## config.mk

```make
export PLATFORM = sky130hd
export DESIGN_NAME = audio_top
export DESIGN_NICKNAME = d
export VERILOG_FILES = /design/src/audio_pkg.sv /design/src/audio_regs.sv /design/src/tone_gen.sv /design/src/speaker_control.sv /design/src/audio_top.sv
export VERILOG_INCLUDE_DIRS = /design/src /design/src/src
export SDC_FILE = /design/constraint.sdc
export NUM_CORES = 1
export LEC_CHECK = 0
export ABC_AREA = 0
export BUFFER_PORTS_ARGS = -buffer_cell sky130_fd_sc_hd__buf_2
export CELL_PAD_IN_SITES_DETAIL_PLACEMENT = 0
export CELL_PAD_IN_SITES_GLOBAL_PLACEMENT = 1
export CORE_MARGIN = 2
export CORE_UTILIZATION = 40
export DETAILED_ROUTE_END_ITERATION = 12
export GPL_ROUTABILITY_DRIVEN = 0
export HOLD_SLACK_MARGIN = 0.05
export PLACE_DENSITY = 0.73
export SYNTH_ARGS = -nofsm -noshare
export SYNTH_HDL_FRONTEND = slang
export SYNTH_SLANG_ARGS = --single-unit
```

## constraint.sdc

```tcl
create_clock -name fcrystal -period 3.4 [get_ports fcrystal]
set_clock_uncertainty 0.2 [all_clocks]
set_input_delay 0.51 -clock fcrystal [delete_from_list [all_inputs] [get_ports fcrystal]]
set_output_delay 0.51 -clock fcrystal [all_outputs]
set_load 0.03 [all_outputs]
```

## src/audio_defines.svh

```systemverilog
`ifndef AUDIO_DEFINES_SVH
`define AUDIO_DEFINES_SVH

////////////////////
// APB register map
////////////////////

// Byte addresses of the four registers
`define ADDR_CTRL 8'h00
`define ADDR_LDIV 8'h04
`define ADDR_RDIV 8'h08
`define ADDR_VOL  8'h0C

////////////////////
// I2S clocking
////////////////////

// Free-running divider, one frame per wrap
`define DIV_WIDTH 9
`define SLOT_BITS 16

`endif

```

## src/audio_pkg.sv

```systemverilog
package audio_pkg;

    // Signed two's-complement PCM sample
    typedef logic signed [15:0] sample_t;

    // Tone half-period in frames
    typedef logic [15:0] divisor_t;

    // Square-wave amplitude magnitude
    typedef logic [14:0] volume_t;

    // APB byte address
    typedef logic [7:0] apb_addr_t;

    // Phase of one tone channel
    typedef enum logic [1:0] {
        tone_idle = 2'd0,
        tone_high = 2'd1,
        tone_low  = 2'd2
    } tone_state_t;

endpackage

```

## src/audio_regs.sv

```systemverilog
`include "audio_defines.svh"

module audio_regs (
    input  logic                fcrystal,
    input  logic                rst_n,
    input  audio_pkg::apb_addr_t paddr,
    input  logic                psel,
    input  logic                penable,
    input  logic                pwrite,
    input  logic [31:0]         pwdata,
    output logic [31:0]         prdata,
    output logic                pready,
    output logic                pslverr,
    output logic                enable,
    output audio_pkg::divisor_t left_div,
    output audio_pkg::divisor_t right_div,
    output audio_pkg::volume_t  volume
);

    logic        setup_phase;
    logic        access_phase;
    logic        addr_hit;
    logic [31:0] rd_mux;

    assign setup_phase  = psel && !penable;
    assign access_phase = psel && penable;

    // Every access completes in one cycle
    assign pready = 1'b1;

    ////////////////////
    // Address decode
    ////////////////////

    always_comb begin
        addr_hit = 1'b1;
        rd_mux   = 32'd0;
        case (paddr)
            `ADDR_CTRL: rd_mux = {31'd0, enable};
            `ADDR_LDIV: rd_mux = {16'd0, left_div};
            `ADDR_RDIV: rd_mux = {16'd0, right_div};
            `ADDR_VOL:  rd_mux = {17'd0, volume};
            default:    addr_hit = 1'b0;
        endcase
    end

    // Response captured in setup, presented during the access cycle
    always_ff @(posedge fcrystal or negedge rst_n) begin
        if (!rst_n) begin
            prdata  <= 32'd0;
            pslverr <= 1'b0;
        end else if (setup_phase) begin
            prdata  <= pwrite ? 32'd0 : rd_mux;
            pslverr <= !addr_hit;
        end else begin
            prdata  <= 32'd0;
            pslverr <= 1'b0;
        end
    end

    ////////////////////
    // Register writes
    ////////////////////

    always_ff @(posedge fcrystal or negedge rst_n) begin
        if (!rst_n) begin
            enable    <= 1'b0;
            left_div  <= '0;
            right_div <= '0;
            volume    <= '0;
        end else if (access_phase && pwrite) begin
            case (paddr)
                `ADDR_CTRL: enable <= pwdata[0];
                `ADDR_LDIV: left_div <= pwdata[15:0];
                `ADDR_RDIV: right_div <= pwdata[15:0];
                `ADDR_VOL:  volume <= pwdata[14:0];
                default: ;
            endcase
        end
    end

    // Error response only ever seen by the master in its access cycle
    a_pslverr_in_access: assert property (
        @(posedge fcrystal) disable iff (!rst_n)
        pslverr |-> (psel && penable)
    ) else $error("pslverr raised outside an APB access cycle");

endmodule

```

## src/tone_gen.sv

```systemverilog
module tone_gen (
    input  logic                fcrystal,
    input  logic                rst_n,
    input  logic                frame_start,
    input  logic                enable,
    input  audio_pkg::divisor_t left_div,
    input  audio_pkg::divisor_t right_div,
    input  audio_pkg::volume_t  volume,
    output audio_pkg::sample_t  audio_left,
    output audio_pkg::sample_t  audio_right
);

    audio_pkg::divisor_t ch_div    [2];
    audio_pkg::sample_t  ch_sample [2];
    audio_pkg::sample_t  pos_level;
    audio_pkg::sample_t  neg_level;

    assign ch_div[0] = left_div;
    assign ch_div[1] = right_div;

    // Both square-wave levels, shared by the channels
    assign pos_level = audio_pkg::sample_t'({1'b0, volume});
    assign neg_level = -pos_level;

    for (genvar ch = 0; ch < 2; ch++) begin : g_chan
        audio_pkg::tone_state_t state_q;
        audio_pkg::divisor_t    count_q;
        audio_pkg::sample_t     sample_q;
        logic                   run;
        logic [15:0]            magnitude;

        assign run = enable && (ch_div[ch] != '0);

        // Advances once per frame, count_q holds frames spent in the phase
        always_ff @(posedge fcrystal or negedge rst_n) begin
            if (!rst_n) begin
                state_q  <= audio_pkg::tone_idle;
                count_q  <= '0;
                sample_q <= '0;
            end else if (frame_start) begin
                if (!run) begin
                    state_q  <= audio_pkg::tone_idle;
                    count_q  <= '0;
                    sample_q <= '0;
                end else begin
                    case (state_q)
                        audio_pkg::tone_high: begin
                            if (count_q >= ch_div[ch]) begin
                                state_q  <= audio_pkg::tone_low;
                                count_q  <= 16'd1;
                                sample_q <= neg_level;
                            end else begin
                                count_q  <= count_q + 16'd1;
                                sample_q <= pos_level;
                            end
                        end
                        audio_pkg::tone_low: begin
                            if (count_q >= ch_div[ch]) begin
                                state_q  <= audio_pkg::tone_high;
                                count_q  <= 16'd1;
                                sample_q <= pos_level;
                            end else begin
                                count_q  <= count_q + 16'd1;
                                sample_q <= neg_level;
                            end
                        end
                        default: begin
                            // Leaving idle always starts with the high half
                            state_q  <= audio_pkg::tone_high;
                            count_q  <= 16'd1;
                            sample_q <= pos_level;
                        end
                    endcase
                end
            end
        end

        assign ch_sample[ch] = sample_q;
        assign magnitude     = sample_q[15] ? 16'(-sample_q) : 16'(sample_q);

        a_within_volume: assert property (
            @(posedge fcrystal) disable iff (!rst_n)
            $past(frame_start) |-> (magnitude <= {1'b0, $past(volume)})
        ) else $error("tone sample exceeds the programmed volume");
    end

    assign audio_left  = ch_sample[0];
    assign audio_right = ch_sample[1];

endmodule

```

## src/speaker_control.sv

```systemverilog
`include "audio_defines.svh"

module speaker_control (
    input  logic               fcrystal,
    input  logic               rst_n,
    input  audio_pkg::sample_t audio_left,
    input  audio_pkg::sample_t audio_right,
    output logic               audio_mclk,
    output logic               audio_lrck,
    output logic               audio_sck,
    output logic               audio_din,
    output logic               frame_start
);

    localparam int SLOT_W = $clog2(`SLOT_BITS);

    logic [`DIV_WIDTH-1:0] div_q;
    logic [SLOT_W:0]       bit_q;
    logic [SLOT_W:0]       bit_next;
    logic [SLOT_W-1:0]     bit_idx;
    logic                  sck_fall;
    logic                  sel_right;
    logic                  din_next;
    audio_pkg::sample_t    left_q;
    audio_pkg::sample_t    right_q;

    ////////////////////
    // Clock divider
    ////////////////////

    always_ff @(posedge fcrystal or negedge rst_n) begin
        if (!rst_n) begin
            div_q       <= '0;
            frame_start <= 1'b0;
        end else begin
            div_q       <= div_q + `DIV_WIDTH'(1);
            // High in the cycle where the divider sits at zero
            frame_start <= &div_q;
        end
    end

    assign audio_mclk = div_q[1];
    assign audio_sck  = div_q[3];
    assign audio_lrck = div_q[`DIV_WIDTH-1];

    // SCK drops on the next edge
    assign sck_fall = &div_q[3:0];

    ////////////////////
    // I2S serializer
    ////////////////////

    assign bit_next = bit_q + (SLOT_W + 1)'(1);

    // Positions 1 to 15 give bits 15 down to 1, position 0 gives bit 0
    assign bit_idx = -bit_next[SLOT_W-1:0];

    // First bit of a slot still belongs to the other channel's word
    assign sel_right = bit_next[SLOT_W] ^ (bit_next[SLOT_W-1:0] == '0);
    assign din_next  = sel_right ? right_q[bit_idx] : left_q[bit_idx];

    always_ff @(posedge fcrystal or negedge rst_n) begin
        if (!rst_n) begin
            bit_q     <= '0;
            audio_din <= 1'b0;
        end else if (sck_fall) begin
            bit_q     <= bit_next;
            audio_din <= din_next;
        end
    end

    // Sample latch, one frame behind the tone generator
    always_ff @(posedge fcrystal or negedge rst_n) begin
        if (!rst_n) begin
            left_q  <= '0;
            right_q <= '0;
        end else if (frame_start) begin
            left_q  <= audio_left;
            right_q <= audio_right;
        end
    end

    a_lrck_sck_low: assert property (
        @(posedge fcrystal) disable iff (!rst_n)
        $changed(audio_lrck) |-> !audio_sck
    ) else $error("LRCK toggled while SCK was high");

endmodule

```

## src/audio_top.sv

```systemverilog
module audio_top (
    input  logic                 fcrystal,
    input  logic                 rst_n,
    input  audio_pkg::apb_addr_t paddr,
    input  logic                 psel,
    input  logic                 penable,
    input  logic                 pwrite,
    input  logic [31:0]          pwdata,
    output logic [31:0]          prdata,
    output logic                 pready,
    output logic                 pslverr,
    output logic                 audio_mclk,
    output logic                 audio_lrck,
    output logic                 audio_sck,
    output logic                 audio_din
);

    logic                enable;
    audio_pkg::divisor_t left_div;
    audio_pkg::divisor_t right_div;
    audio_pkg::volume_t  volume;
    audio_pkg::sample_t  audio_left;
    audio_pkg::sample_t  audio_right;
    logic                frame_start;

    // CPU-side register file
    audio_regs i_audio_regs (
        .fcrystal  (fcrystal),
        .rst_n     (rst_n),
        .paddr     (paddr),
        .psel      (psel),
        .penable   (penable),
        .pwrite    (pwrite),
        .pwdata    (pwdata),
        .prdata    (prdata),
        .pready    (pready),
        .pslverr   (pslverr),
        .enable    (enable),
        .left_div  (left_div),
        .right_div (right_div),
        .volume    (volume)
    );

    // Samples advance on the frame strobe from the speaker side
    tone_gen i_tone_gen (
        .fcrystal    (fcrystal),
        .rst_n       (rst_n),
        .frame_start (frame_start),
        .enable      (enable),
        .left_div    (left_div),
        .right_div   (right_div),
        .volume      (volume),
        .audio_left  (audio_left),
        .audio_right (audio_right)
    );

    speaker_control i_speaker_control (
        .fcrystal    (fcrystal),
        .rst_n       (rst_n),
        .audio_left  (audio_left),
        .audio_right (audio_right),
        .audio_mclk  (audio_mclk),
        .audio_lrck  (audio_lrck),
        .audio_sck   (audio_sck),
        .audio_din   (audio_din),
        .frame_start (frame_start)
    );

endmodule

```

Yosys cells after proc, flatten, opt, wreduce, memory -nomap -nowiden
Cells that the tools add are included.
{ "totals": {"elab_cells": 93, "input_bits": 45, "latchBits": 0, "romBits": 0, "register_bits": 197, "ramBits": 0, "out_inout_bits": 38, "memories": 0} }
{ "classes": {"addsub": 6, "n_eq_ne": 11, "div_mod_pow": 0, "magnitude_cmp": 3, "n_mux": 32, "shift": 0, "mul": 0, "n_bitwise": 1, "reduce_logical": 22} }
{ "op_table": {"columns": ["op", "n"], "rows": [
  ["$mux 16", 13],
  ["$pmux 16 s2", 2],
  ["$pmux 16 s4", 1],
  ["$add 16x1->16 const B", 2],
  ["$ge 16x16->1", 2],
  ["$mux 32", 1],
  ["$reduce_bool 16->1", 2],
  ["$eq 8x4->1 const B", 2],
  ["$neg 15->16", 1],
  ["$mux 2", 6],
  ["$ne 3x3->1 const B", 4],
  ["$add 9x1->9 const B", 1],
  ["$reduce_and 9->1", 1],
  ["$bmux 1 s4", 2],
  ["$eq 8x3->1 const B", 1],
  ["$logic_not 8->1", 1],
  ["$pmux 2 s2", 2],
  ["$reduce_and 2->1", 4],
  ["$reduce_and 3->1", 2],
  ["$add 5x1->5 const B", 1],
  ["$logic_and 1x1->1", 5],
  ["$lt 4x5->1 const B", 1],
  ["$mux 1", 5],
  ["$eq 2x1->1 const B", 2],
  ["8 further kinds", 11]
]} }

Logic depth before layout (Yosys ltp)
{ "depth": {"depth_word": 5, "mapped_depth": 10, "mapped_depth_nobuf": 9} }

Modules after synthesis
A second synthesis with hierarchy kept.
{ "unflattened": {"cells_unflattened": 913, "area_unflattened_um2": 9873.2} }
{ "by_module_without_submodules": {"columns": ["module", "seq_area_each_um2", "cells_each", "instances", "area_each_um2"], "rows": [
  ["tone_gen", 1701.6, 551, 1, 4675.7],
  ["audio_regs", 1626.6, 206, 1, 2967.8],
  ["speaker_control", 1201.2, 156, 1, 2229.6]
]} }

Worst setup path after synthesis
No wires, ideal clock.
{ "synth_path": {"path_type": "register to register", "start": "register i_audio_regs.left_div[9]", "end": "register i_tone_gen.g_chan[0].sample_q[14], in the netlist i_tone_gen.audio_left[14]", "arrival_ps": 2548, "setup_slack_ps": 582, "synth_period_minus_slack_ps": 2818, "stages_incl_launch_ff": 11, "n_path_buf": 1, "setup_time_ps": 69, "required_time_ps": 3131, "cell_sequence": "dfrtp_1 -> inv_1 -> ha_1 -> a21o_1 -> a221o_1 -> a221oi_2 -> o21a_4 -> mux2i_1 -> clkbuf_1 -> nand3_1 -> nand3_1"} }
{ "synth_between": {"elab_chain_len": 4, "elab_cells_between_ends": 7, "cone_classes": "1 x order compare; 4 x mux; 2 x reduce/logical"} }
{ "synth_rtl": {"columns": ["element", "line", "source"], "rows": [
  ["start: declaration", "audio_regs.sv:15", "output audio_pkg::divisor_t left_div,"],
  ["start signal: assignment", "audio_regs.sv:74", "`ADDR_LDIV: left_div <= pwdata[15:0];"],
  ["$ge 16x16->1", "tone_gen.sv:48, tone_gen.sv:58", null],
  ["$mux 16 (on tied branches)", "tone_gen.sv:58, tone_gen.sv:48", null],
  ["$pmux 16 s2", "tone_gen.sv:46", "case (state_q)"],
  ["$mux 16 *", "tone_gen.sv:41", "if (!run) begin"],
  ["end signal: assignment", "tone_gen.sv:51", "sample_q <= neg_level;"],
  ["end signal: assignment", "tone_gen.sv:54", "sample_q <= pos_level;"],
  ["end signal: assignment", "tone_gen.sv:61", "sample_q <= pos_level;"],
  ["end: declaration", "tone_gen.sv:28", "audio_pkg::sample_t sample_q;"]
]} }
Mark *: on every way between the ends. The rest lies on a longest branch, timed or not.
A chain may end at the register's enable or synchronous reset.

Final worst setup path
{ "layout_path": {"start": "register i_audio_regs.left_div[11]", "end": "register i_tone_gen.g_chan[0].sample_q[6], in the netlist i_tone_gen.audio_left[6]"} }
Same word-level chain as after synthesis.

==> results.toml <==
[placed_design]
dpl.hpwl_um = 17600
io_buffer_count = 49
placed_cell_area_mm2 = 0.0103
dp_cells = 1304

[worst_setup_path]
crit_type = "flip-flop to flip-flop"
worstSetupStartpointType = "flip-flop"
cp_max_fo = 24
critical_path_arrival_ns = 3.20
critPathMaxStageDelay_ns = 0.43
path_delay_family = "compound AO/OA/AOI/OAI gates"
r2r_cells = 10
critPathCaptureType = "flip-flop"
cp.depth = 10
crit_start = "i_audio_regs.left_div[11]"
path_cells = "inv_1 > ha_1 > and2_0 > a221o_1 > a221oi_2 > o21a_4 > mux2i_2 > buf_4 > a32oi_1 > o211ai_1"
rr_startpoint = "i_audio_regs.left_div[11]"
path_buf_inv = 2
crit_slowest_cell = "dfrtp_1"
required_ns = 3.54

[clocking]
clockBufferDepth = 2
root_buffer = "clkbuf_16"
clk_latency_ns = 0.44
cts_setup_buffers = 0
htreeDepth = 4
post_cts_resized = 0
cts_buffers = 17
tritoncts = "built"
clk_pin_slew_ns = 0.08
clock-sinks = 181

[cells_and_area]
layout-drive-gt1-share_pct = 20.0
design_area_mm2 = 0.0109
nets = 1087
area_growth_pct = 12.0
stdcell_count = 1337
antennaDiodeCount = 0
fillers = 2290

[floorplan]
io_pins = 83
placementRows = 57
initial_core_util_pct = 40.4
die-area_mm2 = 0.0257
die_height_um = 160
core_mm2 = 0.0242
dieWidth_um = 160

[sta]
setup_violations = 0
tightest_slew_ns = 0.777
period_needed_ns = 3.05
fmax_ghz = 0.328
fin_crit_sh_pct = 89.8
finalHoldViolations = 0
tns_ns = 0
maxSlewViolCount = 0
slew_headroom_pct = 48.2
rsz0062_at_grt = "false"

[yosys]
async_flop_share_pct = 100
synth_flop_cell = "dfrtp_1"
synth_fa_ha_area_share_pct = 5.38
yosys-mux-area-fraction_pct = 11.4
synth_largest_area_cell = "dfrtp_1"
synth-edff-count = 0
yosysMostFrequentCell = "dfrtp_1"
ys_ff_latch = 181
synth-compound-area-share_pct = 14.9
synth_area_mm2 = 0.00978
synth-seq-area-share_pct = 46.3
syn_avg_cell_area_um2 = 10.1
synthTopCellsByCount = "dfrtp_1, nand2_1, mux2_2, o21ai_0, inv_1"
synth_top_area_share_pct = 46.3
synth_area_leaders = "dfrtp_1, mux2_2, ha_1"
ys_types = 70
synth_cells = 969
yosys_warnings = 0
synth_xor_area_share_pct = 1.25
synth_top_family_by_area = "simple AND/OR/NAND/NOR gates"
synth-simple-area-share_pct = 14.9

[routing]
vias = 7328
drt_iter0_markers = 552
drc = 0
routed_wl_um = 24400
ant_nets = 0
wire_per_inst_um = 18.2
via_per_inst = 5.48
firstDrtPassIters = 5

[worst_hold_path]
hold_depth = 2
hold_start = "pwdata[15]"
hp-class = "input pin to flip-flop"

[global_route]
top_usage_layer = "met2"
grt_pass1_wl_um = 40100
grt_usage_pct = 19.7
antenna_found_initial = 0
use_met1_pct = 28.6
met3_usage_pct = 2.97
grt_pass1_vias = 7232
overflow = 0
use_met2_pct = 31.3
grt_max_degree = 80

[job]
cap_viol_max_count = 0

[pwr]
ir_drop_uv = 317
power.density_mw_per_mm2 = 417
p_leak_nw = 5.05

[outcome]
status = "finished clean"
## cells by family after synthesis
logic type | after synthesis
adders and majority gates | 42
DFF | 181
buffers and inverters | 126
muxes | 87
other | 2
xor gates and xnor gates | 14
AOI/OAI and AO/OA | 213
and+or+nand+nor | 304
## layout make-up
class | instances | area [µm²] | area share, %
multi-input cells | 677 | 4750 | 43.4
flip-flops and latches | 181 | 4530 | 41.4
repair buffers | 71 | 434 | 3.97
clock buffers | 17 | 425 | 3.89
well taps | 324 | 405 | 3.70
clock inverters | 15 | 208 | 1.90
inverters | 52 | 195 | 1.78
## what timing repair did
action,in CTS,in global routing
endpoints found under the hold margin,75,0
hold buffers,1,0
setup endpoints to repair,0,0
## path summary, 6_finish.rpt
path	endpoint	slack, ns
min	i_audio_regs.right_div[15]	0.13
max reg2reg	i_tone_gen.audio_left[6]	0.35
max	i_tone_gen.audio_left[6]	0.35
min reg2reg	i_speaker_control.div_q[0]	0.24
max in group asynchronous	i_audio_regs.right_div[2]	1.70
min in group asynchronous	i_tone_gen.g_chan[0].count_q[12]	0.45
## placed cells by master, fill, tap and decap left out, types with 11 or more instances in the layout
| master | Yosys | final |
|---|---|---|
| a21oi_1 | 17 | 17 |
| a22oi_1 | 32 | 32 |
| a31oi_1 | 11 | 11 |
| and3_1 | 27 | 27 |
| buf_2 | 5 | 48 |
| buf_4 | 19 | 20 |
| clkbuf_16 | 0 | 17 |
| conb_1 | 2 | 17 |
| dfrtp_1 | 181 | 180 |
| ha_1 | 42 | 42 |
| inv_1 | 51 | 51 |
| mux2_2 | 72 | 72 |
| mux4_2 | 11 | 11 |
| nand2_1 | 116 | 116 |
| nand3_1 | 36 | 36 |
| nor2_1 | 45 | 45 |
| nor3_1 | 16 | 16 |
| o21ai_0 | 70 | 70 |
| or3_1 | 16 | 16 |
## sequential cells by signal, summed over array words and instances (netlist names)
register	cells
i_speaker_control.left_q	16
i_speaker_control.bit_q	5
i_audio_regs.left_div	16
i_speaker_control.frame_start	1
i_audio_regs.pslverr	1
i_audio_regs.prdata	16
i_tone_gen.g_chan.count_q	32
i_audio_regs.volume	15
i_audio_regs.enable	1
i_speaker_control.audio_din	1
i_speaker_control.div_q	9
i_speaker_control.right_q	16
i_tone_gen.audio_right	16
i_audio_regs.right_div	16
i_tone_gen.g_chan.state_q	4
i_tone_gen.audio_left	16
## power by group
part | internal [W] | switching (W) | total, W
clock network | 0.00114 | 0.000991 | 0.00213
registers | 0.00216 | 0.0000142 | 0.00218
logic | 0.0000763 | 0.000185 | 0.000262
total | 0.00337 | 0.00119 | 0.00456
## layer usage
layer / up-vias / wire (µm)
li1: 3507 / -
met1: 3654 / 11700
met2: 149 / 11500
met3: 18 / 1020
met4: 0 / 221
met5: - / 0
## stage by stage
step / power, W / util, % / hold WS, ns / worst slack [ns]
floorplan: 0.00238 / - / 0.0144 / 0.582
global placement: 0.00248 / 42.6 / 0.232 / 0.415
detailed placement: 0.00248 / 42.6 / 0.236 / 0.392
CTS: 0.00459 / 45.3 / 0.111 / 0.342
global route: 0.00471 / 45.3 / 0.125 / 0.150
finish: 0.00456 / 45.3 / 0.126 / 0.348
Note: power is estimated with default switching activity, not from simulation.
